==> config.mk <==
export PLATFORM = sky130hd
export DESIGN_NAME = msx_slot_mapper_top
export DESIGN_NICKNAME = d
export VERILOG_FILES = /design/src/msx_bus_pkg.sv /design/src/bus_arbiter.sv /design/src/mapper_pages.sv /design/src/msx_slot_mapper_top.sv /design/src/slot_select.sv
export SDC_FILE = /design/constraint.sdc
export NUM_CORES = 1
export LEC_CHECK = 0
export BUFFER_PORTS_ARGS = -buffer_cell sky130_fd_sc_hd__buf_2
export CORE_MARGIN = 2
export CORE_UTILIZATION = 30
export CTS_BUF_LIST = sky130_fd_sc_hd__clkbuf_16
export CTS_CLUSTER_SIZE = 10
export DETAILED_ROUTE_END_ITERATION = 12
export PLACE_DENSITY = 0.55
export SKIP_LAST_GASP = 1
export SYNTH_ARGS = -nofsm -noshare
export SYNTH_HDL_FRONTEND = slang
export SYNTH_SLANG_ARGS = --single-unit
==> constraint.sdc <==
create_clock -name bus_clk_3m6 -period 1.95 [get_ports bus_clk_3m6]
set_clock_uncertainty 0.1 [all_clocks]
set_input_delay 0 -clock bus_clk_3m6 [delete_from_list [all_inputs] [get_ports bus_clk_3m6]]
set_output_delay 0 -clock bus_clk_3m6 [all_outputs]
set_load 0.005 [all_outputs]
==> src/msx_bus_pkg.sv <==
// shared bus widths, port numbers, reset segments and the cpu address union for the slot glue
package msx_bus_pkg;

    // -------------------------------------------------------------------------
    // widths
    // -------------------------------------------------------------------------
    localparam int DATA_W        = 8;
    localparam int PAGE_OFFSET_W = 14;                          // 16 kB pages
    localparam int SEGMENT_W     = 8;
    localparam int MEM_ADDR_W    = SEGMENT_W + PAGE_OFFSET_W;   // 4 MB mapper space

    // -------------------------------------------------------------------------
    // i/o ports and fixed addresses
    // -------------------------------------------------------------------------
    localparam logic [7:0]  PPI_PORT_A     = 8'hA8;     // primary slot register
    localparam logic [5:0]  MAPPER_PORT_HI = 6'b111111; // FCh..FFh, low two bits pick page
    localparam logic [15:0] EXP_SLOT_ADDR  = 16'hFFFF;  // sub-slot register of slot 3

    // slot layout of the board
    localparam logic [1:0] EXPANDED_PRI_SLOT = 2'd3;
    localparam logic [1:0] MAPPER_PRI_SLOT   = 2'd3;
    localparam logic [1:0] MAPPER_SUB_SLOT   = 2'd3;

    // segments loaded at reset, page 0 gets the highest one
    localparam logic [SEGMENT_W-1:0] MAPPER_RESET_SEG0 = 8'd3;
    localparam logic [SEGMENT_W-1:0] MAPPER_RESET_SEG1 = 8'd2;
    localparam logic [SEGMENT_W-1:0] MAPPER_RESET_SEG2 = 8'd1;
    localparam logic [SEGMENT_W-1:0] MAPPER_RESET_SEG3 = 8'd0;

    // -------------------------------------------------------------------------
    // cpu address, seen as a memory word or as an i/o word
    // -------------------------------------------------------------------------
    typedef union packed {
        struct packed {
            logic [1:0]               page;     // a15..a14
            logic [PAGE_OFFSET_W-1:0] offset;   // a13..a0
        } mem;
        struct packed {
            logic [7:0] hi;                     // b register on in/out (c)
            logic [7:0] port;
        } io;
    } bus_addr_t;

endpackage

==> src/bus_arbiter.sv <==
// combines slot decode with the bus strobes into memory strobes, cpu read data and external mreq
`timescale 1ns/100ps

module bus_arbiter (
    input  logic                              mapper_sel,
    input  logic                              exp_reg_sel,
    input  logic [msx_bus_pkg::DATA_W-1:0]    exp_reg_rdata,
    input  logic                              bus_mreq_n,
    input  logic                              bus_rd_n,
    input  logic                              bus_wr_n,
    input  logic [msx_bus_pkg::DATA_W-1:0]    mem_rdata,
    input  logic [msx_bus_pkg::DATA_W-1:0]    ext_rdata,
    output logic                              mem_rd,
    output logic                              mem_wr,
    output logic                              ext_mreq_n,
    output logic [msx_bus_pkg::DATA_W-1:0]    cpu_rdata
);

    logic exp_reg_rd;   // cpu reading FFFFh in slot 3
    logic board_rd;     // any read the board answers itself

    // -------------------------------------------------------------------------
    // direction
    // -------------------------------------------------------------------------
    assign mem_rd     = mapper_sel && !bus_rd_n;
    assign mem_wr     = mapper_sel && !bus_wr_n;
    assign exp_reg_rd = exp_reg_sel && !bus_rd_n;

    assign board_rd = mem_rd || exp_reg_rd;

    // -------------------------------------------------------------------------
    // external request
    // -------------------------------------------------------------------------

    // writes still go out, a cartridge may shadow the mapper
    always_comb begin
        if (board_rd) begin
            ext_mreq_n = 1'b1;          // keep slot bus quiet
        end else begin
            ext_mreq_n = bus_mreq_n;
        end
    end

    // -------------------------------------------------------------------------
    // read data
    // -------------------------------------------------------------------------
    always_comb begin
        if (exp_reg_rd) begin
            cpu_rdata = exp_reg_rdata;
        end else if (mem_rd) begin
            cpu_rdata = mem_rdata;      // memory answers in the same cycle
        end else begin
            cpu_rdata = ext_rdata;      // i/o and other slots
        end
    end

endmodule

==> src/mapper_pages.sv <==
// memory mapper segment registers at FCh-FFh and the cpu to 22-bit address translation
`timescale 1ns/100ps

module mapper_pages (
    input  logic                                  bus_clk_3m6,
    input  logic                                  bus_reset_n,
    input  msx_bus_pkg::bus_addr_t                bus_addr,
    input  logic                                  bus_iorq_n,
    input  logic                                  bus_wr_n,
    input  logic [msx_bus_pkg::DATA_W-1:0]        cpu_wdata,
    output logic [msx_bus_pkg::MEM_ADDR_W-1:0]    mem_addr
);

    logic [msx_bus_pkg::SEGMENT_W-1:0] seg_q [4];   // one per 16 kB page
    logic                              seg_wr;
    logic [1:0]                        seg_idx;

    // -------------------------------------------------------------------------
    // segment register write
    // -------------------------------------------------------------------------
    assign seg_wr  = !bus_iorq_n && !bus_wr_n &&
                     (bus_addr.io.port[7:2] == msx_bus_pkg::MAPPER_PORT_HI);
    assign seg_idx = bus_addr.io.port[1:0];         // FCh is page 0

    always_ff @(posedge bus_clk_3m6 or negedge bus_reset_n) begin
        if (!bus_reset_n) begin
            seg_q[0] <= msx_bus_pkg::MAPPER_RESET_SEG0;
            seg_q[1] <= msx_bus_pkg::MAPPER_RESET_SEG1;
            seg_q[2] <= msx_bus_pkg::MAPPER_RESET_SEG2;
            seg_q[3] <= msx_bus_pkg::MAPPER_RESET_SEG3;
        end else if (seg_wr) begin
            case (seg_idx)
                2'd0:    seg_q[0] <= cpu_wdata;
                2'd1:    seg_q[1] <= cpu_wdata;
                2'd2:    seg_q[2] <= cpu_wdata;
                default: seg_q[3] <= cpu_wdata;
            endcase
        end
    end

    // -------------------------------------------------------------------------
    // address translation
    // -------------------------------------------------------------------------

    // the segment replaces a15..a14, offset passes through untouched
    always_comb begin
        mem_addr = {seg_q[bus_addr.mem.page], bus_addr.mem.offset};
    end

endmodule

==> src/msx_slot_mapper_top.sv <==
// top of the slot and memory mapper glue, connects slot decode, mapper and arbiter
`timescale 1ns/100ps

module msx_slot_mapper_top (
    input  logic                                  bus_clk_3m6,
    input  logic                                  bus_reset_n,
    input  msx_bus_pkg::bus_addr_t                bus_addr,
    input  logic                                  bus_mreq_n,
    input  logic                                  bus_iorq_n,
    input  logic                                  bus_rd_n,
    input  logic                                  bus_wr_n,
    input  logic [msx_bus_pkg::DATA_W-1:0]        cpu_wdata,
    input  logic [msx_bus_pkg::DATA_W-1:0]        ext_rdata,
    input  logic [msx_bus_pkg::DATA_W-1:0]        mem_rdata,
    output logic [msx_bus_pkg::DATA_W-1:0]        cpu_rdata,
    output logic                                  ext_mreq_n,
    output logic [msx_bus_pkg::MEM_ADDR_W-1:0]    mem_addr,
    output logic                                  mem_rd,
    output logic                                  mem_wr
);

    logic                           mapper_sel;
    logic                           exp_reg_sel;
    logic [msx_bus_pkg::DATA_W-1:0] exp_reg_rdata;

    slot_select u_slot_select (
        .bus_clk_3m6   (bus_clk_3m6),
        .bus_reset_n   (bus_reset_n),
        .bus_addr      (bus_addr),
        .bus_mreq_n    (bus_mreq_n),
        .bus_iorq_n    (bus_iorq_n),
        .bus_wr_n      (bus_wr_n),
        .cpu_wdata     (cpu_wdata),
        .mapper_sel    (mapper_sel),
        .exp_reg_sel   (exp_reg_sel),
        .exp_reg_rdata (exp_reg_rdata)
    );

    mapper_pages u_mapper_pages (
        .bus_clk_3m6 (bus_clk_3m6),
        .bus_reset_n (bus_reset_n),
        .bus_addr    (bus_addr),
        .bus_iorq_n  (bus_iorq_n),
        .bus_wr_n    (bus_wr_n),
        .cpu_wdata   (cpu_wdata),
        .mem_addr    (mem_addr)
    );

    bus_arbiter u_bus_arbiter (
        .mapper_sel    (mapper_sel),
        .exp_reg_sel   (exp_reg_sel),
        .exp_reg_rdata (exp_reg_rdata),
        .bus_mreq_n    (bus_mreq_n),
        .bus_rd_n      (bus_rd_n),
        .bus_wr_n      (bus_wr_n),
        .mem_rdata     (mem_rdata),
        .ext_rdata     (ext_rdata),
        .mem_rd        (mem_rd),
        .mem_wr        (mem_wr),
        .ext_mreq_n    (ext_mreq_n),
        .cpu_rdata     (cpu_rdata)
    );

endmodule

==> src/slot_select.sv <==
// primary and expanded slot registers, decodes accesses to the mapper and to FFFFh
`timescale 1ns/100ps

module slot_select (
    input  logic                              bus_clk_3m6,
    input  logic                              bus_reset_n,
    input  msx_bus_pkg::bus_addr_t            bus_addr,
    input  logic                              bus_mreq_n,
    input  logic                              bus_iorq_n,
    input  logic                              bus_wr_n,
    input  logic [msx_bus_pkg::DATA_W-1:0]    cpu_wdata,
    output logic                              mapper_sel,
    output logic                              exp_reg_sel,
    output logic [msx_bus_pkg::DATA_W-1:0]    exp_reg_rdata
);

    logic [msx_bus_pkg::DATA_W-1:0] pri_slot_q;  // ppi port a, two bits per page
    logic [msx_bus_pkg::DATA_W-1:0] exp_slot_q;  // sub-slots of slot 3
    logic [1:0]                     pri_slot;
    logic [1:0]                     sub_slot;
    logic                           pri_wr;
    logic                           exp_wr;
    logic                           at_exp_addr;
    logic                           in_exp_slot;

    // two-bit slot field of a page
    function automatic logic [1:0] page_field(
        input logic [msx_bus_pkg::DATA_W-1:0] slot_reg,
        input logic [1:0]                     page
    );
        logic [1:0] field;
        case (page)
            2'd0:    field = slot_reg[1:0];
            2'd1:    field = slot_reg[3:2];
            2'd2:    field = slot_reg[5:4];
            default: field = slot_reg[7:6];
        endcase
        return field;
    endfunction

    // -------------------------------------------------------------------------
    // decode
    // -------------------------------------------------------------------------
    assign pri_slot    = page_field(pri_slot_q, bus_addr.mem.page);
    assign sub_slot    = page_field(exp_slot_q, bus_addr.mem.page);
    assign in_exp_slot = (pri_slot == msx_bus_pkg::EXPANDED_PRI_SLOT);
    assign at_exp_addr = (bus_addr == msx_bus_pkg::EXP_SLOT_ADDR);

    assign pri_wr = !bus_iorq_n && !bus_wr_n && (bus_addr.io.port == msx_bus_pkg::PPI_PORT_A);

    // FFFFh lives in page 3, so pri_slot already is page 3's slot here
    assign exp_reg_sel = !bus_mreq_n && at_exp_addr && in_exp_slot;
    assign exp_wr      = exp_reg_sel && !bus_wr_n;

    // slot 3-3, everything but the sub-slot register itself
    assign mapper_sel = !bus_mreq_n && !at_exp_addr && in_exp_slot &&
                        (pri_slot == msx_bus_pkg::MAPPER_PRI_SLOT) &&
                        (sub_slot == msx_bus_pkg::MAPPER_SUB_SLOT);

    assign exp_reg_rdata = ~exp_slot_q;   // reads back inverted, as on real hardware

    // -------------------------------------------------------------------------
    // registers
    // -------------------------------------------------------------------------
    always_ff @(posedge bus_clk_3m6 or negedge bus_reset_n) begin
        if (!bus_reset_n) begin
            pri_slot_q <= '0;
        end else if (pri_wr) begin
            pri_slot_q <= cpu_wdata;
        end
    end

    always_ff @(posedge bus_clk_3m6 or negedge bus_reset_n) begin
        if (!bus_reset_n) begin
            exp_slot_q <= '0;
        end else if (exp_wr) begin
            exp_slot_q <= cpu_wdata;
        end
    end

endmodule

==> out/metrics.csv <==
metric,value,unit
slew margin rel.,64.49,%
drt first-iter violations,81,
Synth Area in Simple Gates,10.52,%
starting density of the core,31.12,%
Max Cap Viol,0,
kind of critical path,reg -> out,
Core ar.,8258,sq um
Buffers on Ports,78,
final instance area,3430,sq um
HPWL reported at the end of detailed placement,4322,um
"Slew Viols, Final",0,
Clock Latency Late Sink,0.28,ns
P&R area growth vs syn,33.45,%
vias in the first global route,1844,
clock tree buffer depth,2,
final setup violation count,18,
Antenna Cells,0,
Tightest Pin Transition,0.5327,ns
FP Rows,33,
Root Buffer,clkbuf_16,
CP endpoint kind,output pin,
Leakage,0.001767,uW
YS warnings,0,
register area share after synthesis,46.93,%
Syn Std Cell Area,2570,sq um
post-synthesis adder-cell area fraction,0,%
CTS tree,yes,
die area,9323,sq um
Final Critical Period,2.073,ns
initial antenna violation count,0,
die width,96.56,um
drt first pass iters,4,
CP max FO,5,
GRT Total Usage,12.94,%
final WL,5940,um
WL/cell,15.23,um
final hold viol count,0,
Yosys reg bits,48,
cell count of the worst reg-to-reg path,5,
unrepaired setup endpoints after global routing,true,
GR Overflow Total,0,
Num CTS Buffers,5,
"Reg clk slew, reported paths",0.06,ns
outcome,"complete, but fails checks",
HP Start,bus_addr[9],
worst vdd ir,349.8,uV
Critical Path Source,u_slot_select.exp_slot_q[6]$_DFFE_PN0P_,
f_max,482.5,MHz
first-pass GRT wire length,9080,um
I/O pin cnt,79,
H-Tree Level Count,2,
remaining antenna violation count,0,
Compound-Gate Fraction of Synth Area,3.408,%
Clock Sinks,48,
CP Data Required Time,1.85,ns
Syn Nets,233,
largest net degree at the start of global routing,28,
main combinational cell family by area after synthesis,multiplexers,
period utilization,106.3,%
Post-DP Area,3090,sq um
PD cells,599.3,nW/um^2
post-synthesis cell type count,31,
hold depth,2,
Worst EP arrival,1.97,ns
failing checks,setup timing,
HP Class,in -> out,
multiplexer area fraction after synthesis,33.06,%
cell count after synthesis,187,
DR vias/cell,4.790,
CP Launch Type,flop,
layout cells sized above 1,63.16,%
Via Count,1868,
Placer Congestion,0.7310,
final worst setup slack,-0.1226,ns
Synth Area in XOR/XNOR,0,%
chip height,96.56,um
synthesized area per cell,13.74,sq um
Post-layout nets,330,
post-route core utilization,41.53,%
drt drc,0,
r2r startpoint,u_slot_select.pri_slot_q[6]$_DFFE_PN0P_,
==> power breakdown <==
group	leakage, uW	switching [uW]	internal [uW]
clock	0.0000738	342	461
sequential	0.000653	10.2	1020
combinational	0.00104	102	120
total	0.00177	454	1600
==> metrics by stage <==
| step | setup TNS [ns] | cells | setup slack, ns | hold WS, ns | power [uW] |
|---|---|---|---|---|---|
| finish | -1.345 | 390 | -0.1226 | 0.08132 | 2055 |
| global route | -2.831 | 390 | -0.2013 | 0.08980 | 2142 |
| CTS | -1.379 | 386 | -0.1182 | 0.08216 | 2085 |
| detailed placement | -0.3754 | 362 | -0.05692 | -0.09235 | 1259 |
| global placement | -0.1266 | 362 | -0.01944 | -0.09608 | 1256 |
| floorplan | 0 | 187 | 0.1379 | -0.3956 | 1138 |
==> cell families after synthesis <==
logic type / count (synthesis)
DFF: 48
buffers and inverters: 22
AOI/OAI and AO/OA: 10
muxes: 66
and+or+nand+nor: 41
==> cell usage in the layout (no fill, tap or decap), types with 3 or more instances in the layout <==
cell type      instances
nor2_1                 5
mux2_2                47
buf_6                  4
buf_12                 4
nand4_1                3
buf_4                 17
nand2_1                9
a22o_1                 8
clkbuf_16              5
and2_1                 5
buf_2                 78
dlygate4sd3_1          9
dfrtp_1               44
mux4_2                10
mux2i_1                8
dfstp_2                4
==> area by class of cell <==
cell class                      count  area (sq um)
Fill cell                         808          4828
Sequential cell                    48          1206
Tap cell                          105         131.4
Timing Repair Buffer              112         733.2
Clock inverter                      3         11.26
Multi-Input combinational cell    117          1222
Clock buffer                        5         125.1
==> cell usage after synthesis, drive strengths merged <==
cell type	n	area [sq um]
mux2	48	544.3
dfrtp	44	1101
buf	19	145.1
nand2	11	41.29
mux4	10	225.2
a22o	8	70.07
mux2i	8	80.08
nor2	7	31.28
and2	5	31.28
dfstp	4	105.1
nand4	4	40.04
clkbuf	3	11.26
and3	2	17.52
nor3b	2	37.54
or3	2	12.51
or4	2	15.01
a211o	1	8.760
and4	1	8.760
nand2b	1	6.260
nand4bb	1	11.26
nor2b	1	6.260
nor3	1	5.000
o21ai	1	8.760
or2	1	6.260
==> path summary, 6_finish.rpt <==
path | to | slack, ns
hold / removal | mem_addr[9] | 0.08
min in group asynchronous | u_mapper_pages.seg_q[3]$_DFFE_PN0P_ | 0.12
hold reg to reg | u_slot_select.pri_slot_q[1]$_DFFE_PN0P_ | 0.40
setup / recovery | cpu_rdata[7] | -0.12
setup reg to reg | u_slot_select.exp_slot_q[1]$_DFFE_PN0P_ | -0.07
max in group asynchronous | u_mapper_pages.seg_q[24]$_DFFE_PN1P_ | 1.02
==> state kept, by name, indices dropped and copies added (netlist names) <==
signal	cells
u_slot_select.pri_slot_q	8
u_slot_select.exp_slot_q	8
u_mapper_pages.seg_q	32
==> metal layers <==
layer  GRT usage, %  wire length (um)  share of wire, %
met1          17.18              2696                45
met2          21.59              2822                48
met3          2.638               361               6.1
met4          3.521                60               1.0
met5              0                 0                 0
==> critical path, stage by stage (launching register included) <==
cell and delay [ns]:
dfrtp_1 0.37, and2_1 0.16, mux4_2 0.54, buf_6 0.17, nand2_1 0.06, mux2i_1 0.08, a22o_1 0.19, buf_2 0.12
==> repair_timing <==
action	CTS	global route
hold buffers	9	0
hold endpoints to repair	92	0
gates cloned	1	1
setup buffers	6	3
gates resized for setup	6	4
pin swaps	0	7
endpoints found under the setup margin	18	19
Note: power is estimated with default switching activity, not from simulation.
